===== config.mk =====
export PLATFORM = sky130hd
export DESIGN_NAME = sa_shared_buffer
export DESIGN_NICKNAME = d
export VERILOG_FILES = /design/src/source/sa_pkg.sv /design/src/source/sa_shared_buffer.sv
export VERILOG_INCLUDE_DIRS = /design/src /design/src/source
export SDC_FILE = /design/constraint.sdc
export NUM_CORES = 1
export LEC_CHECK = 0
export BUFFER_PORTS_ARGS = -buffer_cell sky130_fd_sc_hd__buf_2
export CORE_UTILIZATION = 50
export DETAILED_ROUTE_END_ITERATION = 6
export PLACE_DENSITY_LB_ADDON = 0.1
export SYNTH_ARGS = -nofsm -noshare
export SYNTH_HDL_FRONTEND = slang
export SYNTH_SLANG_ARGS = --single-unit

===== constraint.sdc =====
create_clock -name clk -period 3.6 [get_ports clk]
set_input_delay 0.18 -clock clk [delete_from_list [all_inputs] [get_ports clk]]
set_output_delay 0.18 -clock clk [all_outputs]
set_load 0.02 [all_outputs]

===== src/source/sa_config.svh =====
`ifndef SA_CONFIG_SVH
`define SA_CONFIG_SVH

// grid and word sizes
`define SA_N        4
`define SA_IDX_W    2
`define SA_DW       16
`define SA_ADDR_W   6

// region codes, top bits of the word address
`define SA_MAT_A    2'd0
`define SA_MAT_B    2'd1
`define SA_MAT_C    2'd2
`define SA_MAT_REG  2'd3

// column index inside the register region
`define SA_REG_CTRL   2'd0
`define SA_REG_STATUS 2'd1

`endif


===== src/source/sa_pkg.sv =====
`default_nettype none

`include "sa_config.svh"

package sa_pkg;

    typedef logic [`SA_DW-1:0] sa_word_t;

    // region / row / column view of a word address
    typedef struct packed {
        logic [`SA_ADDR_W-2*`SA_IDX_W-1:0] region;
        logic [`SA_IDX_W-1:0]              row;
        logic [`SA_IDX_W-1:0]              col;
    } sa_addr_f_t;

    // same word address, flat view indexes the buffer
    typedef union packed {
        logic [`SA_ADDR_W-1:0] flat;
        sa_addr_f_t            f;
    } sa_addr_u;

    typedef struct packed {
        logic     valid;
        logic     we;
        sa_addr_u addr;
        sa_word_t wdata;
    } buf_req_t;

    typedef struct packed {
        logic        psel;
        logic        penable;
        logic        pwrite;
        logic [7:0]  paddr;     // word index in [7:2]
        logic [31:0] pwdata;
    } apb_req_t;

    typedef struct packed {
        logic [31:0] prdata;
        logic        pready;
        logic        pslverr;
    } apb_rsp_t;

endpackage

`default_nettype wire


===== src/source/sa_shared_buffer.sv =====
`timescale 1ns/1ps
`default_nettype none

`include "sa_config.svh"

module sa_shared_buffer (
    input  wire logic             clk,
    input  wire logic             i_rst_n,
    input  wire sa_pkg::buf_req_t i_seq_req,
    input  wire sa_pkg::buf_req_t i_host_req,
    output logic                  o_seq_gnt,
    output logic                  o_host_gnt,
    output sa_pkg::sa_word_t      o_rdata
);

    localparam int DEPTH = 3 * `SA_N * `SA_N;  // matrices a, b and c

    sa_pkg::sa_word_t mem [DEPTH];
    sa_pkg::buf_req_t req;
    logic             hit;

    // sequencer always wins, host gets the leftover cycles
    assign o_seq_gnt  = i_seq_req.valid;
    assign o_host_gnt = i_host_req.valid && !i_seq_req.valid;

    assign req = i_seq_req.valid ? i_seq_req : i_host_req;
    assign hit = req.valid && (req.addr.f.region != `SA_MAT_REG);

    always_ff @(posedge clk) begin
        if (hit && req.we) begin
            mem[req.addr.flat] <= req.wdata;
        end
    end

    // read data lands one cycle after the grant
    always_ff @(posedge clk or negedge i_rst_n) begin
        if (!i_rst_n) begin
            o_rdata <= '0;
        end else if (hit && !req.we) begin
            o_rdata <= mem[req.addr.flat];
        end
    end

endmodule

`default_nettype wire


==> flow_summary.ini <==
[yosys]
synth_compound_area_frac = 0.124
syn_avg_cell_area_um2 = 18.1
synth-simple-area-share = 0.0312
ys_ff_latch = 784
synth-main-ff-cell = edfxtp_1
synth.area.top_cells = edfxtp_1 79%, a22oi_1 7.2%, mux2_2 2.0%
synth_area_leader_cell = edfxtp_1
synth_top_family_by_area = compound AO/OA/AOI/OAI gates
synth_edf_count = 768
ys_seq_area_frac = 0.804
synthXorXnorAreaFrac = 0
async_reset_ff_frac = 0.0204
synth.top_cell.area_share = 0.791
synthCells = 1613
synth.mux.area_fraction = 0.0223
yosys_warnings = 0
synth.distinct_cells = 48
synth_fp_nets = 1663
synth_area_mm2 = 0.0292
synth.most_common_cell = edfxtp_1
synth_common_cells = 768 x edfxtp_1, 281 x a22oi_1, 71 x nand2_1
synth-adder-area-share = 0

[cells_and_area]
final_cell_area_mm2 = 0.0337
fillers = 4444
syn2layout_area_growth_pct = 15.5
nets = 1830
layout-drive-gt1-share = 0.210

[hold_path]
hold_path_class = in2async

[timing]
fmax_ghz = 0.317
tightestPinTransition_ps = 1240
final_hold_viol_count = 0
fin_skew_ps = 21.2
slew_headroom = 0.165
setup_viol = 0
min_period_ps = 3150
fin_hold_ws_ps = 85.1
finalCritPeriodShare = 0.876
rsz0062_at_grt = false
slew_violations = 0

[setup_path]
worst-path-max-fanout = 29
worst_ep_required_time_ps = 4050
crit_path_end_kind = flop
cp-start-kind = input pin
cp.arrival_ps = 3600
criticalPathCategory = in2reg

[detailed_routing]
wl_met1_mm = 33.1
dr.pass1.iters = 6
routedWlPerCell_um = 32.3
met3_length_mm = 8.10
routed_wirelength_mm = 84.2
drt_iter0_drc = 2164
final_antenna_net_count = 0
met2_length_mm = 40.6
maxUsedRoutingLayer = met5
vias_per_cell = 6.53
drc = 0
vias = 17000

[clock_network]
clock_path_buffers = 3
cts_buffers = 79
path_clk_slew_ps = 60
post_cts_buffers = 0
cts_resized = 0
cts_tree = yes
clkSinkCount = 784
htreeDepth = 3
clock_latency_ps = 630
holdBufCountCts = 1
clock_tree.root_cell = clkbuf_16

[floorplanning]
core_mm2 = 0.0577
start_util = 0.506
die_y_um = 244
dieWidth_um = 244
die_area_mm2 = 0.0593
core.rowCount = 88
ioPinCount = 68

[global_routing]
grt_usage = 0.287
grt_pass1_wl_mm = 121
antenna_found_initial = 3
gr-total-overflow = 0
grt_pass1_vias = 16600
grt_max_degree = 49

[placement]
place.port_buffers = 67
dpl.hpwl_mm = 50.3
postPlaceCellArea_mm2 = 0.0311
gp_congestion = 0.857

[power]
p_leak_nw = 10.5
powerDensity_mw_per_mm2 = 582
worst_ir_drop_vdd_uv = 456

[run_status]
status = complete, no violations

[flow_run]
max_cap_violations = 0
[layer usage]
layer  track usage  vias up
li1              -     7137
met1         0.391     8837
met2         0.459      886
met3        0.0626      150
met4        0.0963        2
met5             0        -
[flip-flops by register name (all words and copies together), names as in the netlist]
name,count
o_rdata,16
mem,768
[per-stage QoR]
stage          worst slack [ps]  utilization  instances  power [mW]  TNS [ps]
6_report                    447        0.584       2606        19.6         0
2_1_floorplan               883            -       1613        11.1         0
4_1_cts                     329        0.583       2605        19.7         0
3_3_place_gp               -298        0.540       2463        11.7      -613
3_5_place_dp               -302        0.540       2463        11.7      -605
5_1_grt                     414        0.584       2605        20.1         0
[worst max-delay path: stages]
cell and delay (ps):
buf_2 460, nand4bb_1 380, nand2_4 280, buf_4 310
buf_4 220, a22oi_1 170, a41oi_1 280, o41ai_1 1130
nand3_1 160
[layout by cell type (no fill, tap or decap), drive strengths merged, types with 2 or more instances in the layout]
cell type | netlist | final
clkinvlp | 0 | 3
nand2 | 71 | 71
a222oi | 35 | 35
edfxtp | 768 | 768
and3 | 5 | 5
buf | 71 | 194
mux2 | 53 | 53
a21oi | 16 | 16
nand4b | 2 | 2
dfrtp | 16 | 16
nor3 | 2 | 2
nor3b | 5 | 5
a221oi | 13 | 13
nor2b | 5 | 5
mux2i | 4 | 4
or2 | 4 | 4
nand4bb | 2 | 2
nor4b | 3 | 3
a21o | 4 | 4
o41ai | 16 | 16
clkinv | 0 | 21
nor2 | 45 | 45
o21ai | 20 | 20
a41oi | 61 | 61
nor4bb | 3 | 3
nand4 | 2 | 2
and3b | 2 | 2
and2 | 2 | 2
clkbuf | 38 | 108
a22oi | 281 | 281
nand3 | 34 | 34
bufinv | 0 | 7
inv | 3 | 5
a31oi | 15 | 15
o211ai | 3 | 3
[cell type report]
cell class | instances | area (um^2) | share of cell area
flip-flops and latches | 784 | 23500 | 0.697
multi-input cells | 717 | 5300 | 0.157
inverters | 3 | 11.3 | 0.000334
repair buffers | 195 | 1420 | 0.0423
diodes | 1 | 2.50 | 0.0000743
clock buffers | 108 | 2160 | 0.0641
clock inverters | 33 | 355 | 0.0106
well taps | 765 | 957 | 0.0284
[worst paths after layout]
| kind | cells after the start | start | slack [ps] | to |
|---|---|---|---|---|
| worst max-delay path | 9 | i_seq_req[23] | 450 | o_rdata[2]$_DFFE_PN0P_ |
| worst min-delay path | 2 | i_rst_n | 90 | o_rdata[5]$_DFFE_PN0P_ |
| worst max register to register | 4 | mem[29][15]$_DFFE_PP_ | 1220 | o_rdata[15]$_DFFE_PN0P_ |
| worst min register to register | 2 | o_rdata[1]$_DFFE_PN0P_ | 510 | o_rdata[1]$_DFFE_PN0P_ |
| max in group asynchronous | 2 | i_rst_n | 3130 | o_rdata[0]$_DFFE_PN0P_ |
| min in group clk | 6 | i_host_req[22] | 340 | o_rdata[4]$_DFFE_PN0P_ |
[power by group]
part / internal [mW] / switching, mW / total, mW
clock network: 4.70 / 3.39 / 8.09
registers: 10.2 / 0.0866 / 10.3
logic: 0.342 / 0.893 / 1.23
total: 15.2 / 4.37 / 19.6
[kinds of logic after synthesis]
logic type | Yosys count
multiplexers | 57
AO/OA/AOI/OAI | 469
AND/OR/NAND/NOR | 191
flip-flops | 784
buffers and inverters | 112
No activity file was read; power rests on OpenSTA's default activity.
