`config.mk`:
```
export PLATFORM = sky130hd
export DESIGN_NAME = sa_apb_port
export DESIGN_NICKNAME = d
export VERILOG_FILES = /design/src/source/sa_pkg.sv /design/src/source/sa_apb_port.sv
export VERILOG_INCLUDE_DIRS = /design/src /design/src/source
export SDC_FILE = /design/constraint.sdc
export NUM_CORES = 1
export LEC_CHECK = 0
export BUFFER_PORTS_ARGS = -buffer_cell sky130_fd_sc_hd__clkbuf_2
export CORE_ASPECT_RATIO = 0.5
export CORE_MARGIN = 4
export CORE_UTILIZATION = 20
export DETAILED_ROUTE_END_ITERATION = 8
export HOLD_SLACK_MARGIN = 0.02
export MAX_ROUTING_LAYER = met4
export PLACE_DENSITY = 0.76
export SLEW_MARGIN = 20
export SYNTH_ARGS = -nofsm -noshare
export SYNTH_HDL_FRONTEND = slang
export SYNTH_SLANG_ARGS = --single-unit
```
`constraint.sdc`:
```
create_clock -name clk -period 0.9 [get_ports clk]
set_input_delay 0 -clock clk [delete_from_list [all_inputs] [get_ports clk]]
set_output_delay 0 -clock clk [all_outputs]
set_load 0.05 [all_outputs]
```
`src/source/sa_config.svh`:
```
`ifndef SA_CONFIG_SVH
`define SA_CONFIG_SVH

// grid and word sizes
`define SA_N        4
`define SA_IDX_W    2
`define SA_DW       16
`define SA_ADDR_W   6

// region codes, top bits of the word address
`define SA_MAT_A    2'd0
`define SA_MAT_B    2'd1
`define SA_MAT_C    2'd2
`define SA_MAT_REG  2'd3

// column index inside the register region
`define SA_REG_CTRL   2'd0
`define SA_REG_STATUS 2'd1

`endif

```
`src/source/sa_pkg.sv`:
```
`default_nettype none

`include "sa_config.svh"

package sa_pkg;

    typedef logic [`SA_DW-1:0] sa_word_t;

    // region / row / column view of a word address
    typedef struct packed {
        logic [`SA_ADDR_W-2*`SA_IDX_W-1:0] region;
        logic [`SA_IDX_W-1:0]              row;
        logic [`SA_IDX_W-1:0]              col;
    } sa_addr_f_t;

    // same word address, flat view indexes the buffer
    typedef union packed {
        logic [`SA_ADDR_W-1:0] flat;
        sa_addr_f_t            f;
    } sa_addr_u;

    typedef struct packed {
        logic     valid;
        logic     we;
        sa_addr_u addr;
        sa_word_t wdata;
    } buf_req_t;

    typedef struct packed {
        logic        psel;
        logic        penable;
        logic        pwrite;
        logic [7:0]  paddr;     // word index in [7:2]
        logic [31:0] pwdata;
    } apb_req_t;

    typedef struct packed {
        logic [31:0] prdata;
        logic        pready;
        logic        pslverr;
    } apb_rsp_t;

endpackage

`default_nettype wire

```
`src/source/sa_apb_port.sv`:
```
`timescale 1ns/1ps
`default_nettype none

`include "sa_config.svh"

module sa_apb_port (
    input  wire logic             clk,
    input  wire logic             i_rst_n,
    input  wire sa_pkg::apb_req_t i_apb,
    output sa_pkg::apb_rsp_t      o_apb,
    output sa_pkg::buf_req_t      o_buf_req,
    input  wire logic             i_buf_gnt,
    input  wire sa_pkg::sa_word_t i_buf_rdata,
    input  wire logic             i_busy,
    input  wire logic             i_done,
    output logic                  o_start
);

    sa_pkg::sa_addr_u addr;
    logic             access;   // apb access phase
    logic             is_reg;
    logic             rd_pend;  // read granted last cycle, data is on i_buf_rdata

    assign addr   = i_apb.paddr[7:2];
    assign access = i_apb.psel && i_apb.penable;
    assign is_reg = (addr.f.region == `SA_MAT_REG);

    // start only counts while the engine is idle
    assign o_start = access && is_reg && i_apb.pwrite && (addr.f.col == `SA_REG_CTRL)
                     && i_apb.pwdata[0] && !i_busy;

    always_comb begin
        o_apb           = '0;
        o_buf_req       = '0;
        o_buf_req.we    = i_apb.pwrite;
        o_buf_req.addr  = addr;
        o_buf_req.wdata = i_apb.pwdata[`SA_DW-1:0];

        if (rd_pend) begin
            o_apb.pready = 1'b1;
            o_apb.prdata = {{(32-`SA_DW){1'b0}}, i_buf_rdata};
        end else if (access && is_reg) begin
            o_apb.pready = 1'b1;  // registers never wait
            case (addr.f.col)
                `SA_REG_CTRL:   o_apb.prdata = '0;
                `SA_REG_STATUS: o_apb.prdata = {30'd0, i_done, i_busy};
                default:        o_apb.pslverr = 1'b1;
            endcase
        end else if (access) begin
            // held until the sequencer lets go of the buffer
            o_buf_req.valid = 1'b1;
            o_apb.pready    = i_buf_gnt && i_apb.pwrite;
        end
    end

    always_ff @(posedge clk or negedge i_rst_n) begin
        if (!i_rst_n) begin
            rd_pend <= 1'b0;
        end else begin
            rd_pend <= !rd_pend && access && !is_reg && !i_apb.pwrite && i_buf_gnt;
        end
    end

endmodule

`default_nettype wire

```
==> impl_metrics.env <==
export IMPL_register_area_um2=26.3
export IMPL_die_h_um=44.3
export IMPL_port_buffers=54
export IMPL_netlist_top_cells_area="buf_4 56%, and2_1 17%, dfrtp_1 4.8%"
export IMPL_synth_edf_count=0
export IMPL_syn_area_um2=527
export IMPL_setup_viol=18
export IMPL_hpwl_mm=1.30
export IMPL_place_gp_congestion=0.683
export IMPL_slew_limit_headroom=0.651
export IMPL_wl_mm=2.06
export IMPL_max_stage_delay_ps=430
export IMPL_period_share=1.14
export IMPL_drive_gt1_frac=0.674
export IMPL_finalMaxSlewViolations=0
export IMPL_fmax_ghz=0.972
export IMPL_path_buf_inv=2
export IMPL_grt_ovfl_total=0
export IMPL_ys_seq_area_frac=0.0475
export IMPL_cp_top_family="flip-flops"
export IMPL_period_needed_ps=1030
export IMPL_dieArea_mm2=0.00357
export IMPL_arrival_ps=1030
export IMPL_required_ps=900
export IMPL_grt_max_degree=12
export IMPL_dpl_cell_area_um2=852
export IMPL_ys_ff_latch=1
export IMPL_peakVddDrop_uv=338
export IMPL_cp_num_cells=3
export IMPL_design_area_mm2=0.00118
export IMPL_wl_per_cell_um=12.6
export IMPL_grt_usage=0.107
export IMPL_path_max_fanout=8
export IMPL_violations="negative setup slack"
export IMPL_p_total_mw=0.741
export IMPL_antennaDiodeCount=0
export IMPL_antenna_left=0
export IMPL_largest_register_ffs=1
export IMPL_regMostFlops="rd_pend"
export IMPL_floorplan_initialDensity=0.223
export IMPL_grt_pass1_vias=677
export IMPL_antenna_found_initial=0
export IMPL_io_pins=123
export IMPL_synth_ff_type="dfrtp_1"
export IMPL_layout_setup_ws_ps=-129
export IMPL_clkTransAtPathRegs_ps=0
export IMPL_drt_pass1_iterations=4
export IMPL_finalHoldViolCount=0
export IMPL_yosys_warnings=0
export IMPL_clk_latency_ps=0
export IMPL_yosysTopAreaCell="buf_4"
export IMPL_core_area_mm2=0.00236
export IMPL_row_count=12
export IMPL_crit_path_end_kind="output port"
export IMPL_hold_depth=3
export IMPL_die_w_um=80.6
export IMPL_netlist_instances=73
export IMPL_skew_ps=0
export IMPL_status="finished with violations"
export IMPL_p_leak_nw=0.628
export IMPL_worst_pin_slew_ps=521
export IMPL_final_nets=195
export IMPL_netlist_area_leader_share=0.556
export IMPL_fill_cells=197
export IMPL_drv_cap=0
export IMPL_async_flop_share=1.00
export IMPL_area_growth_synth_to_final_pct=124
export IMPL_final_util=0.499
export IMPL_syn_avg_cell_area_um2=7.22
export IMPL_synthTopCellsByCount="39 x buf_4, 14 x and2_1, 5 x nand2_1, 2 x clkbuf_1, 2 x o41ai_1"
export IMPL_pwr_density_cell_mw_per_mm2=629
export IMPL_vias=630
export IMPL_largestRegisters="rd_pend x1"
export IMPL_multi_input_area_um2=363
export IMPL_remaining_drc_errors=0
export IMPL_synth_cell_types=16
export IMPL_drtIter0Drc=12
export IMPL_ff2ff_path_depth=2
export IMPL_post_drt_via_cell_ratio=3.84
export IMPL_path_cells="buf_4 > o41ai_4 > buf_12"
export IMPL_cp_start_kind="register"
export IMPL_min_path_type="input pin to register"
export IMPL_setup_tns_ps=-1030
export IMPL_crit_path_top_delay_cell="dfrtp_2"
export IMPL_yosysMostFrequentCell="buf_4"
export IMPL_rsz0062_at_grt="yes"
export IMPL_critical_path_class="register to output port"
export IMPL_grt_pass1_wl_mm=3.03
## layer usage
metal / vias to the layer above / GRT usage / part of all wire
li1: 296 / - / -
met1: 275 / 0.107 / 0.34
met3: 2 / 0.00813 / 0.10
met5: - / - / 0
met4: 0 / 0.0202 / 0.013
met2: 57 / 0.230 / 0.54
## worst register-to-register path: cells and delay by family, from the launching register on
family                 cells  cell delay (ps)
DFF                        1              430
AOI/OAI and AO/OA          1              180
buffers and inverters      1              150
## path summary, 6_finish.rpt
| path | from | to | slack (ps) |
|---|---|---|---|
| setup / recovery | rd_pend | o_apb[2] | -130 |
| hold / removal | i_buf_gnt | rd_pend | 280 |
| setup reg to reg | rd_pend | rd_pend | 10 |
| hold reg to reg | rd_pend | rd_pend | 620 |
| max in group asynchronous | i_rst_n | rd_pend | 480 |
| min in group asynchronous | i_rst_n | rd_pend | 320 |
## cell usage in the layout, fill, tap and decap left out, drive strengths merged, types with 2 or more instances in the layout
| cell type | instances |
|---|---|
| and2 | 14 |
| buf | 18 |
| clkbuf | 46 |
| conb | 16 |
| dlygate4sd3 | 18 |
| nand2 | 5 |
| o41ai | 2 |
## area by class of cell
| class | instances | area share |
|---|---|---|
| well taps | 35 | 0.0372 |
| multi-input cells | 46 | 0.308 |
| flip-flops and latches | 1 | 0.0223 |
| repair buffers | 82 | 0.632 |
## cell families (layout without fill, tap and decap cells)
logic type / count (synthesis) / in the layout / synth area share
buf+inv: 41 / 82 / 0.570
other cells: 1 / 16 / 0.00712
flops: 1 / 1 / 0.0475
simple gates: 24 / 24 / 0.283
compound gates: 6 / 6 / 0.0927
## report_power, final
part | internal (mW) | switching, mW | total [mW]
combinational | 0.192 | 0.499 | 0.691
clock | 0 | 0 | 0
sequential | 0.0470 | 0.00214 | 0.0491
total | 0.239 | 0.501 | 0.741
## what timing repair did
action	4_1_cts	5_1_grt
buffers inserted	4	0
setup endpoints to repair	20	19
gates resized for setup	29	2
hold endpoints to repair	18	0
pin swaps	0	1
hold buffers	18	0
## per-stage QoR
stage / worst slack, ps / hold WS, ps / std cells
finish: -129 / 279 / 164
global route: -168 / 301 / 164
CTS: -126 / 265 / 164
detailed placement: -245 / -224 / 143
global placement: -228 / -224 / 143
floorplan: -201 / -296 / 88
No activity file was read; power rests on OpenSTA's default activity.
