`src/source/sa_config.svh`:
```
`ifndef SA_CONFIG_SVH
`define SA_CONFIG_SVH

// grid and word sizes
`define SA_N        4
`define SA_IDX_W    2
`define SA_DW       16
`define SA_ADDR_W   6

// region codes, top bits of the word address
`define SA_MAT_A    2'd0
`define SA_MAT_B    2'd1
`define SA_MAT_C    2'd2
`define SA_MAT_REG  2'd3

// column index inside the register region
`define SA_REG_CTRL   2'd0
`define SA_REG_STATUS 2'd1

`endif

```
`src/source/sa_pkg.sv`:
```
`default_nettype none

`include "sa_config.svh"

package sa_pkg;

    typedef logic [`SA_DW-1:0] sa_word_t;

    // region / row / column view of a word address
    typedef struct packed {
        logic [`SA_ADDR_W-2*`SA_IDX_W-1:0] region;
        logic [`SA_IDX_W-1:0]              row;
        logic [`SA_IDX_W-1:0]              col;
    } sa_addr_f_t;

    // same word address, flat view indexes the buffer
    typedef union packed {
        logic [`SA_ADDR_W-1:0] flat;
        sa_addr_f_t            f;
    } sa_addr_u;

    typedef struct packed {
        logic     valid;
        logic     we;
        sa_addr_u addr;
        sa_word_t wdata;
    } buf_req_t;

    typedef struct packed {
        logic        psel;
        logic        penable;
        logic        pwrite;
        logic [7:0]  paddr;     // word index in [7:2]
        logic [31:0] pwdata;
    } apb_req_t;

    typedef struct packed {
        logic [31:0] prdata;
        logic        pready;
        logic        pslverr;
    } apb_rsp_t;

endpackage

`default_nettype wire

```
`src/source/sa_sequencer.sv`:
```
`timescale 1ns/1ps
`default_nettype none

`include "sa_config.svh"

module sa_sequencer (
    input  wire logic             clk,
    input  wire logic             i_rst_n,
    input  wire logic             i_start,
    output logic                  o_busy,
    output logic                  o_done,
    output sa_pkg::buf_req_t      o_buf_req,
    input  wire logic             i_buf_gnt,
    input  wire sa_pkg::sa_word_t i_buf_rdata,
    output logic                  o_clear,
    output logic                  o_step,
    output logic                  o_drain,
    output sa_pkg::sa_word_t      o_west_col [`SA_N],
    output sa_pkg::sa_word_t      o_north_row [`SA_N],
    input  wire sa_pkg::sa_word_t i_result_col [`SA_N]
);

    localparam int T_W    = $clog2(3 * `SA_N - 2);
    localparam int SLOT_W = `SA_IDX_W + 1;  // slots 0..N-1 are rows of a, N..2N-1 columns of b

    localparam logic [T_W-1:0]    LAST_T    = T_W'(3 * `SA_N - 3);
    localparam logic [SLOT_W-1:0] LAST_SLOT = SLOT_W'(2 * `SA_N - 1);
    localparam logic [SLOT_W-1:0] LAST_ROW  = SLOT_W'(`SA_N - 1);
    localparam logic [`SA_IDX_W-1:0] LAST_COL = `SA_IDX_W'(`SA_N - 1);

    localparam logic [2:0] ST_IDLE  = 3'd0;
    localparam logic [2:0] ST_CLEAR = 3'd1;
    localparam logic [2:0] ST_FETCH = 3'd2;
    localparam logic [2:0] ST_CAPT  = 3'd3;
    localparam logic [2:0] ST_STEP  = 3'd4;
    localparam logic [2:0] ST_WRITE = 3'd5;
    localparam logic [2:0] ST_DRAIN = 3'd6;

    logic [2:0]           state;
    logic [T_W-1:0]       t;     // wavefront step
    logic [SLOT_W-1:0]    k;     // staging slot, or c row while writing
    logic [`SA_IDX_W-1:0] s;     // drained column
    logic                 done_q;

    logic                 is_b;
    logic [`SA_IDX_W-1:0] idx;
    logic [T_W:0]         diff;  // t minus idx, msb set when negative
    logic                 in_range;

    sa_pkg::sa_word_t stage [2*`SA_N];

    assign is_b     = k[`SA_IDX_W];
    assign idx      = k[`SA_IDX_W-1:0];
    assign diff     = {1'b0, t} - (T_W+1)'(idx);
    assign in_range = !diff[T_W] && (diff < (T_W+1)'(`SA_N));

    assign o_busy  = (state != ST_IDLE);
    assign o_done  = done_q;
    assign o_clear = (state == ST_CLEAR);
    assign o_step  = (state == ST_STEP);
    assign o_drain = (state == ST_DRAIN);

    always_comb begin
        for (int i = 0; i < `SA_N; i++) begin
            o_west_col[i]  = stage[i];
            o_north_row[i] = stage[`SA_N+i];
        end
    end

    always_comb begin
        o_buf_req = '0;
        if (state == ST_FETCH) begin
            o_buf_req.valid         = in_range;  // out of range words are never read
            o_buf_req.addr.f.region = is_b ? `SA_MAT_B : `SA_MAT_A;
            o_buf_req.addr.f.row    = is_b ? diff[`SA_IDX_W-1:0] : idx;
            o_buf_req.addr.f.col    = is_b ? idx : diff[`SA_IDX_W-1:0];
        end else if (state == ST_WRITE) begin
            o_buf_req.valid         = 1'b1;
            o_buf_req.we            = 1'b1;
            o_buf_req.addr.f.region = `SA_MAT_C;
            o_buf_req.addr.f.row    = idx;
            o_buf_req.addr.f.col    = s;
            o_buf_req.wdata         = i_result_col[idx];
        end
    end

    always_ff @(posedge clk) begin
        if (state == ST_CAPT) begin
            stage[k] <= i_buf_rdata;
        end else if (state == ST_FETCH && !in_range) begin
            stage[k] <= '0;
        end
    end

    always_ff @(posedge clk or negedge i_rst_n) begin
        if (!i_rst_n) begin
            state  <= ST_IDLE;
            t      <= '0;
            k      <= '0;
            s      <= '0;
            done_q <= 1'b0;
        end else begin
            case (state)
                ST_IDLE: begin
                    if (i_start) begin
                        state  <= ST_CLEAR;
                        done_q <= 1'b0;
                    end
                end
                ST_CLEAR: begin
                    t     <= '0;
                    k     <= '0;
                    state <= ST_FETCH;
                end
                ST_FETCH: begin
                    if (!in_range) begin
                        k <= k + 1'b1;
                        if (k == LAST_SLOT) state <= ST_STEP;
                    end else if (i_buf_gnt) begin
                        state <= ST_CAPT;
                    end
                end
                ST_CAPT: begin
                    k     <= k + 1'b1;
                    state <= (k == LAST_SLOT) ? ST_STEP : ST_FETCH;
                end
                ST_STEP: begin
                    k <= '0;
                    t <= t + 1'b1;
                    if (t == LAST_T) begin
                        s     <= '0;
                        state <= ST_WRITE;
                    end else begin
                        state <= ST_FETCH;
                    end
                end
                ST_WRITE: begin
                    if (i_buf_gnt) begin
                        k <= k + 1'b1;
                        if (k == LAST_ROW) state <= ST_DRAIN;
                    end
                end
                ST_DRAIN: begin
                    k <= '0;
                    s <= s + 1'b1;
                    if (s == LAST_COL) begin
                        state  <= ST_IDLE;
                        done_q <= 1'b1;
                    end else begin
                        state <= ST_WRITE;
                    end
                end
                default: state <= ST_IDLE;
            endcase
        end
    end

endmodule

`default_nettype wire

```
`config.mk`:
```
export PLATFORM = sky130hd
export DESIGN_NAME = sa_sequencer
export DESIGN_NICKNAME = d
export VERILOG_FILES = /design/src/source/sa_pkg.sv /design/src/source/sa_sequencer.sv
export VERILOG_INCLUDE_DIRS = /design/src /design/src/source
export SDC_FILE = /design/constraint.sdc
export NUM_CORES = 1
export LEC_CHECK = 0
export BUFFER_PORTS_ARGS = -buffer_cell sky130_fd_sc_hd__buf_2
export CAP_MARGIN = 10
export CORE_UTILIZATION = 48
export CTS_BUF_LIST = sky130_fd_sc_hd__clkbuf_4
export CTS_CLUSTER_DIAMETER = 30
export DETAILED_ROUTE_END_ITERATION = 8
export PLACE_DENSITY_LB_ADDON = 0.25
export SLEW_MARGIN = 40
export SYNTH_ARGS = -nofsm -noshare
export SYNTH_HDL_FRONTEND = slang
export SYNTH_SLANG_ARGS = --single-unit
```
`constraint.sdc`:
```
create_clock -name clk -period 10.3 [get_ports clk]
set_clock_uncertainty 0.2 [all_clocks]
set_input_delay 0 -clock clk [delete_from_list [all_inputs] [get_ports clk]]
set_output_delay 0 -clock clk [all_outputs]
set_load 0.01 [all_outputs]
```
==> flow_metrics.env, run 1 <==
export IMPL_syn_to_final_growth_pct=33.4
export IMPL_max_stage_delay_ns=0.69
export IMPL_gr_usage_met2_pct=41.6
export IMPL_die_area_sq_um=11900
export IMPL_netlist_area_sq_um=5520
export IMPL_holdPathEnd="o_done"
export IMPL_holdWs_ns=0.206
export IMPL_firstDrtPassIters=6
export IMPL_power_density_nw_per_um2=234
export IMPL_min_period_over_period_pct=35.2
export IMPL_max_slew_margin_pct=49.1
export IMPL_postRouteAntennaNets=0
export IMPL_cts_buffers_inserted=17
export IMPL_critical_path_cell_chain="inv_1 > ha_1 > nor2b_1 > o21a_1 > nor3_2 > o211ai_1 > nor3_2 > buf_4"
export IMPL_clkSinkCount=141
export IMPL_tightest_slew_ns=0.759
export IMPL_synth_xor_area_share_pct=0
export IMPL_syn_inst=316
export IMPL_cp_arrival_ns=3.64
export IMPL_grt_pass1_wl_microns=19600
export IMPL_initial_core_util_pct=50.0
export IMPL_synth_compound_gate_area_share_pct=2.84
export IMPL_grt_usage_pct=23.5
export IMPL_rows=38
export IMPL_required_ns=10.31
export IMPL_synth_mux_area_share_pct=7.74
export IMPL_hold_violations=0
export IMPL_ys_ff_latch=141
export IMPL_finalNonFillerCells=739
export IMPL_synth_nets=409
export IMPL_met1_usage_pct=27.4
export IMPL_wirelength_microns=13600
export IMPL_htreeDepth=4
export IMPL_die_y_microns=109
export IMPL_drcViolationCount=0
export IMPL_gr_total_overflow=0
export IMPL_drt_initial_drc_count=229
export IMPL_io_buffers=240
export IMPL_timing_rr_end="stage[0][2]"
export IMPL_p_leak_uw=0.00309
export IMPL_hpwl_microns=10000
export IMPL_grt_use_met3_pct=6.87
export IMPL_rsz0062_at_grt="no"
export IMPL_die_w_microns=109
export IMPL_cp_common_cell="nor3_2"
export IMPL_final_common_cell="buf_2"
export IMPL_clkLatencyLatePin_ns=0.51
export IMPL_detail_route_wl_per_cell_microns=18.4
export IMPL_finalSetupTns_ns=0
export IMPL_num_vias=3806
export IMPL_r2r_cells=8
export IMPL_startpoint_type="flip-flop"
export IMPL_vias_per_cell=5.15
export IMPL_dp_cells=686
export IMPL_root_buffer="clkbuf_4"
export IMPL_hold_class="in2reg"
export IMPL_synth_warnings=0
export IMPL_drv_cap=0
export IMPL_cts_resized_gates=0
export IMPL_path_class="reg2reg"
export IMPL_synth_top_cell_by_area="edfxtp_1"
export IMPL_fmax_mhz=276
export IMPL_cts_buffer_depth=2
export IMPL_grt_pass1_vias=3750
export IMPL_status="finished clean"
export IMPL_cts_tree="built"
export IMPL_hp_start="i_start"
export IMPL_slew_violations=0
export IMPL_r2r_start="k[1]"
export IMPL_synth_seq_area_share_pct=75.6
export IMPL_synth_area_top_cells="edfxtp_1 (70%), mux4_2 (6.5%), dfrtp_1 (5.9%)"
export IMPL_place_ws_ns=6.31
export IMPL_routabilityCongestion=0.891
export IMPL_synthAdderAreaFrac_pct=2.18
export IMPL_crit_fanout=22
export IMPL_grt_max_degree=27
export IMPL_synth_distinct_cells=39
export IMPL_finalWorstPathRequiredPeriod_ns=3.63
export IMPL_hold_depth=5
export IMPL_ir_drop_mv=0.119
export IMPL_syn_avg_cell_area_sq_um=17.5
export IMPL_layout_common_cells="buf_2 (240), edfxtp_1 (128), dlygate4sd3_1 (20)"
export IMPL_cts_clk_slew_worst_paths_ns=0.12
export IMPL_fp_coreArea_sq_um=11000
export IMPL_nets=678
export IMPL_layout_drive_gt1_share_pct=51.8
export IMPL_synth_top_area_share_pct=69.7
export IMPL_setup_viol=0
export IMPL_antenna_found_initial=1
export IMPL_busiest_layer="met2"
export IMPL_cp_slowest_cell="dfrtp_2"
export IMPL_synth_top_family_by_area="simple AND/OR/NAND/NOR gates"
export IMPL_setup_ws_ns=6.67
export IMPL_ios=241
export IMPL_rrSetupSlack_ns=6.67
export IMPL_yosys_area_share_simple_pct=9.39
export IMPL_critPathCaptureType="flip-flop"
export IMPL_post_route_util_pct=66.7
==> worst max-delay path by stage <==
stage	start	endpoint	slack, ns	cells past startpoint
3_5_place_dp	k[1]	stage[0][0]	6.31	8
6_report	k[1]	stage[0][2]	6.67	8
3_3_place_gp	k[1]	stage[0][0]	6.51	8
2_1_floorplan	k[1]	stage[3][0]	6.55	8
5_1_grt	k[1]	stage[0][2]	6.38	8
4_1_cts	k[1]	stage[0][2]	6.28	8
==> routing by layer <==
metal  vias up  share of wire (%)
li1       1741                  -
met1      1806                 37
met2       253                 53
met3         6                9.0
met4         0               0.80
met5         -                  0
==> cell usage after synthesis (all sizes together) <==
cell and number:
edfxtp 128, and2 17, mux4 16, inv 15, nand2 15, dfrtp 13
o21ai 13, clkbuf 12, nor2 12, nor2b 11, ha 8, nand3 7
and2b 6, mux2 5, nand2b 5, nor3 5, buf 3, nand3b 3
o211ai 3, or3 3, a21oi 2, nor3b 2, o21a 2, a222oi 1
a22oi 1, a31oi 1, a32o 1, fa 1, mux2i 1, nand4 1
nor4 1, o211a 1, or2 1
==> stage by stage <==
step / instance area, sq um / power, uW
6_report: 7360 / 1720
5_1_grt: 7360 / 1830
4_1_cts: 7350 / 1740
3_5_place_dp: 6910 / 1430
3_3_place_gp: 6890 / 1410
2_1_floorplan: 5520 / 1220
==> sequential cells by signal (all words and copies together) (netlist names) <==
name and flops:
k 3, t 4, o_done 1, s 2
stage 128, state 3
==> critical path: cells and delay by family (launching register included) <==
kind | cells | cell delay (ns)
simple gates | 3 | 1.17
flops | 1 | 0.69
compound gates | 2 | 0.51
buf+inv | 2 | 0.46
fa+ha+maj | 1 | 0.29
==> cells by family (layout without fill, tap and decap cells) <==
kind of cell,after synthesis,after routing
AOI/OAI and AO/OA,25,25
adders and majority gates,9,9
buffers and inverters,30,312
DFF,141,141
muxes,22,22
other,0,1
and+or+nand+nor,89,89
==> layout make-up <==
cell class                 instances  area, sq um
antenna                            1         2.50
multi-input combinational        145         1270
fill                             802         3670
tap                              140          175
inverter                          15         56.3
timing repair buffer             265         1440
sequential                       141         4170
clock buffer                      19          143
clock inverter                    13          101
==> power by group <==
part / internal [uW] / switching [uW] / total (uW)
clock network: 122 / 182 / 304
registers: 772 / 67.1 / 839
logic: 244 / 337 / 580
total: 1140 / 586 / 1720
==> what timing repair did <==
action / 4_1_cts / 5_1_grt
endpoints found under the hold margin: 148 / 0
hold buffers: 20 / 0
buffers inserted: 0 / 0
(Power assumes the default switching activity.)
==> run 2: changes to the inputs <==
CORE_UTILIZATION = 44   (was 48)
clock period = 2.95 ns   (was 10.3 ns; I/O delays follow)
==> run 2 against run 1 <==
  * Global-route usage is 2.3 points lower
  * Combinational power grew to 3.8 times the previous value
  * Power rose to 3.8 times the previous value
  * Design area grew 3.8%
  * Sequential power increased to 3.4 times the previous value
  * Routed wire length is 0.29% higher
  * First-iteration DRC count up 25%
  * Sequential share of layout area is 2.1 points lower
  * Non-clock buffer count up 14
  * Via count barely moved
  * Highest routed layer unchanged
==> flow_metrics.env, run 2 (same netlist as run 1, synthesis figures left out) <==
export IMPL_status="finished clean"
export IMPL_syn_to_final_growth_pct=38.5
export IMPL_required_ns=3.16
export IMPL_regArea_sq_um=4170
export IMPL_fp_coreArea_sq_um=12100
export IMPL_p_switching_uw=2080
export IMPL_clock_power_share_pct=21.7
export IMPL_grt_pass1_wl_microns=19900
export IMPL_p_comb_share_pct=34.0
export IMPL_hp_start="i_start"
export IMPL_num_vias=3807
export IMPL_cts_buffers_inserted=17
export IMPL_placed_cell_area_sq_um=7080
export IMPL_path_class="reg2reg"
export IMPL_fmax_mhz=355
export IMPL_hold_violations=0
export IMPL_wirelength_microns=13600
export IMPL_reg_top3="stage: 128 flops, t: 4 flops"
export IMPL_io_buffers=240
export IMPL_slew_violations=0
export IMPL_postRouteAntennaNets=0
export IMPL_finalWorstPathRequiredPeriod_ns=2.82
export IMPL_finalSetupTns_ns=0
export IMPL_critPathCaptureType="flip-flop"
export IMPL_intPower_uw=4400
export IMPL_grt_usage_pct=21.2
export IMPL_holdPathEnd="o_done"
export IMPL_startpoint_type="flip-flop"
export IMPL_rrSetupSlack_ns=0.13
export IMPL_detail_route_wl_per_cell_microns=17.5
export IMPL_p_leak_uw=0.00323
export IMPL_layout_drive_gt1_share_pct=53.8
export IMPL_postCtsSetupBuffers=0
export IMPL_ir_drop_mv=0.550
export IMPL_firstDrtPassIters=4
export IMPL_htreeDepth=4
export IMPL_finalNonFillerCells=778
export IMPL_power_density_nw_per_um2=849
export IMPL_antenna_found_initial=0
export IMPL_layout_common_cells="buf_2 (240), edfxtp_1 (128), dlygate4sd3_1 (20)"
export IMPL_clkLatencyLatePin_ns=0.51
export IMPL_hpwl_microns=10000
export IMPL_drv_cap=0
export IMPL_grt_pass1_vias=3642
export IMPL_dp_cells=728
export IMPL_timing_rr_end="state[1]"
export IMPL_setup_viol=0
export IMPL_grt_max_degree=27
export IMPL_gr_total_overflow=0
export IMPL_post_route_util_pct=63.0
export IMPL_top_register="stage"
export IMPL_final_common_cell="buf_2"
export IMPL_power_frac_seq_pct=44.3
export IMPL_crit_fanout=5
export IMPL_hold_class="in2reg"
export IMPL_min_period_over_period_pct=95.6
export IMPL_ios=241
export IMPL_die_y_microns=114
export IMPL_hold_depth=5
export IMPL_r2r_cells=9
export IMPL_die_w_microns=114
export IMPL_fin_area_sq_um=7640
export IMPL_largest_reg_flops=128
export IMPL_drcViolationCount=0
export IMPL_rsz0062_at_grt="no"
export IMPL_cts_tree="built"
export IMPL_r2r_start="t[0]"
export IMPL_multiInputGateArea_sq_um=1300
export IMPL_routabilityCongestion=0.817
export IMPL_cp_arrival_ns=3.03
export IMPL_tightest_slew_ns=0.660
export IMPL_nets=692
export IMPL_die_area_sq_um=13000
export IMPL_vias_per_cell=4.89
export IMPL_cts_buffer_depth=2
export IMPL_cts_clk_slew_worst_paths_ns=0.11
export IMPL_max_slew_margin_pct=55.8
export IMPL_initial_core_util_pct=45.5
export IMPL_rows=40
export IMPL_nFillCells=953
export IMPL_clkSinkCount=141
export IMPL_n_antenna_cell=0
export IMPL_drt_initial_drc_count=286
export IMPL_p_sw_share_pct=32.1
export IMPL_root_buffer="clkbuf_4"
-- run 2: metrics by stage --
| stage | worst slack, ns | hold WS, ns | total power [uW] |
|---|---|---|---|
| 2_1_floorplan | 0.000783 | -0.496 | 4300 |
| 3_3_place_gp | 0.138 | -0.294 | 5040 |
| 3_5_place_dp | 0.0404 | -0.289 | 5090 |
| 4_1_cts | 0.0102 | 0.153 | 6520 |
| 5_1_grt | 0.0115 | 0.167 | 6860 |
| 6_report | 0.130 | 0.221 | 6480 |
-- run 2: worst max path at each step --
stage / start / to / slack [ns] / depth (start not counted)
after floorplan: k[1] / stage[3][0] / 0.0008 / 8
after global placement: t[0] / state[0] / 0.14 / 8
after detailed placement: t[0] / state[1] / 0.04 / 8
after CTS: t[0] / state[1] / 0.01 / 8
after global routing: t[0] / stage[4][5] / 0.01 / 9
final: t[0] / state[1] / 0.13 / 9
-- run 2: worst max-delay path, stage by stage (launching register included) --
cell	delay, ns
dfrtp_1	0.36
inv_1	0.05
ha_1	0.22
fa_2	0.40
nor3_2	0.13
o21a_1	0.18
nor3_4	0.07
and2_4	0.17
a222oi_1	0.54
mux2_2	0.40
-- run 2: what timing repair did --
action | CTS | global route
hold buffers | 20 | 0
resized for setup | 0 | 6
setup endpoints to repair | 0 | 202
endpoints found under the hold margin | 148 | 0
-- run 2: per-layer routing --
metal  up-vias  track usage, %  routed length (microns)
met5         -               0                        0
met4         0            6.93                      168
met3        18            5.58                      845
met2       172            36.5                     7270
met1      1852            26.0                     5320
li1       1765               -                        -
-- run 2: cell type report --
class | count | share of cell area, %
Sequential cell | 141 | 54.6
Timing Repair Buffer | 279 | 20.5
Clock inverter | 11 | 2.51
Clock buffer | 19 | 1.87
Multi-Input combinational cell | 145 | 17.0
Inverter | 15 | 0.737
Tap cell | 168 | 2.75
-- run 2: power groups by stage --
stage | clock (uW) | sequential [uW] | combinational, uW
6_report | 1410 | 2870 | 2200
5_1_grt | 1530 | 2900 | 2430
4_1_cts | 1440 | 2870 | 2200
3_5_place_dp | 0 | 2920 | 2170
3_3_place_gp | 0 | 2910 | 2120
2_1_floorplan | 0 | 2950 | 1360
==> run 3: changes to the inputs <==
CORE_UTILIZATION = 48   (was 44)
clock period = 3.6 ns   (was 2.95 ns; I/O delays follow)
==> run 3 against run 2 <==
  * Global-route usage grew 1.8 points
  * First-iteration DRC count down 16%
  * Via count is 0.18% lower
  * Final cell count shrank 4.5%
  * Clock power is 41% lower
  * Critical path type unchanged
  * Largest power group unchanged
  * Highest routed layer unchanged
==> flow_metrics.env, run 3 (same netlist as run 1, synthesis figures left out) <==
export IMPL_io_buffers=240
export IMPL_routabilityCongestion=0.860
export IMPL_ios=241
export IMPL_grt_max_degree=27
export IMPL_nFillCells=801
export IMPL_path_class="reg2reg"
export IMPL_die_y_microns=109
export IMPL_htreeDepth=4
export IMPL_dp_cells=692
export IMPL_finalNonFillerCells=743
export IMPL_gr_total_overflow=0
export IMPL_nets=684
export IMPL_cts_clk_slew_worst_paths_ns=0.10
export IMPL_tightest_slew_ns=0.767
export IMPL_final_common_cell="buf_2"
export IMPL_p_comb_share_pct=35.2
export IMPL_postCtsSetupBuffers=0
export IMPL_fmax_mhz=317
export IMPL_cp_depth=8
export IMPL_grt_pass1_vias=3678
export IMPL_place_ws_ns=0.391
export IMPL_rows=38
export IMPL_hold_class="in2reg"
export IMPL_rsz0062_at_grt="no"
export IMPL_slew_violations=0
export IMPL_hold_violations=0
export IMPL_num_vias=3800
export IMPL_p_switching_uw=1650
export IMPL_syn_to_final_growth_pct=33.9
export IMPL_clkLatencyLatePin_ns=0.49
export IMPL_required_ns=3.78
export IMPL_postRouteAntennaNets=0
export IMPL_r2r_start="t[0]"
export IMPL_cp_top_family="adder cells"
export IMPL_layout_drive_gt1_share_pct=51.8
export IMPL_setup_viol=0
export IMPL_startpoint="t[0]"
export IMPL_power_frac_seq_pct=47.9
export IMPL_startpoint_type="flip-flop"
export IMPL_crit_fanout=18
export IMPL_drv_cap=0
export IMPL_die_w_microns=109
export IMPL_cts_buffer_depth=2
export IMPL_hold_depth=5
export IMPL_die_area_sq_um=11900
export IMPL_detail_route_wl_per_cell_microns=18.0
export IMPL_regArea_sq_um=4170
export IMPL_clkSinkCount=141
export IMPL_grt_usage_pct=22.9
export IMPL_r2r_cells=8
export IMPL_top_register="stage"
export IMPL_reg_top3="stage: 128 flops, t: 4 flops"
export IMPL_ir_drop_mv=0.470
export IMPL_clock_power_share_pct=16.9
export IMPL_wirelength_microns=13400
export IMPL_critical_path_cell_chain="inv_1 > ha_1 > fa_1 > nor4_4 > nor3_2 > and2_4 > a222oi_1 > mux2_2"
export IMPL_power_density_nw_per_um2=665
export IMPL_cp_slowest_cell="a222oi_1"
export IMPL_vias_per_cell=5.11
export IMPL_hp_start="i_start"
export IMPL_max_slew_margin_pct=48.6
export IMPL_status="finished clean"
export IMPL_intPower_uw=3270
export IMPL_drt_initial_drc_count=241
export IMPL_drcViolationCount=0
export IMPL_finalWorstPathRequiredPeriod_ns=3.15
export IMPL_grt_pass1_wl_microns=19400
export IMPL_cts_buffers_inserted=17
export IMPL_firstDrtPassIters=5
export IMPL_min_period_over_period_pct=87.6
export IMPL_largest_reg_flops=128
export IMPL_max_stage_delay_ns=0.58
export IMPL_hpwl_microns=10000
export IMPL_p_sw_share_pct=33.5
export IMPL_cp_num_buf_inv=1
export IMPL_cp_arrival_ns=3.34
export IMPL_fp_coreArea_sq_um=11000
export IMPL_root_buffer="clkbuf_4"
export IMPL_antenna_found_initial=0
export IMPL_p_leak_uw=0.00311
export IMPL_finalSetupTns_ns=0
export IMPL_layout_common_cells="buf_2 (240), edfxtp_1 (128), clkbuf_4 (20), dlygate4sd3_1 (20)"
export IMPL_critPathCaptureType="flip-flop"
export IMPL_cts_tree="built"
export IMPL_initial_core_util_pct=50.0
export IMPL_multiInputGateArea_sq_um=1270
export IMPL_setup_ws_ns=0.448
==> run 3: worst paths after layout <==
check / to / slack [ns]
max in group asynchronous: state[2] / 2.41
min in group asynchronous: s[0] / 0.37
worst max-delay path: state[2] / 0.45
worst max register to register: state[2] / 0.45
worst min register to register: s[0] / 0.36
worst min-delay path: o_done / 0.25
==> run 3: power by group through the flow <==
stage	clock [uW]	sequential, uW	combinational [uW]
2_1_floorplan	0	2420	1070
3_3_place_gp	0	2380	1670
3_5_place_dp	0	2390	1720
4_1_cts	848	2360	1750
5_1_grt	913	2380	1910
6_report	833	2350	1730
==> run 3: timing repair <==
item | CTS | global route
gates resized for setup | 0 | 0
hold endpoints to repair | 148 | 0
hold buffers | 20 | 0
==> run 3: through the flow <==
step | power [uW] | area [sq um] | hold WS (ns) | utilization (%)
global route | 5200 | 7380 | 0.242 | 66.9
global placement | 4060 | 6950 | -0.288 | 63.0
detailed placement | 4120 | 6950 | -0.282 | 63.0
CTS | 4950 | 7380 | 0.209 | 66.9
floorplan | 3490 | 5540 | -0.496 | -
finish | 4920 | 7390 | 0.253 | 67.0
==> run 3: routing by layer <==
layer | vias up | routed length, microns | GRT usage, %
met5 | - | 0 | 0
met4 | 0 | 153 | 8.19
met3 | 12 | 1020 | 5.50
met2 | 222 | 7060 | 40.3
met1 | 1819 | 5170 | 27.4
li1 | 1747 | - | -
==> run 3: area by class of cell <==
type / count / share of cell area [%]
clock buffers: 20 / 2.03
multi-input cells: 145 / 17.2
diodes: 1 / 0.0339
flip-flops and latches: 141 / 56.4
repair buffers: 271 / 20.1
well taps: 140 / 2.37
inverters: 15 / 0.762
clock inverters: 10 / 1.03
==> run 3: tightest hold or removal path, delay by kind of cell <==
kind	cells	cell delay (ns)
buf+inv	3	0.70
compound gates	2	0.21
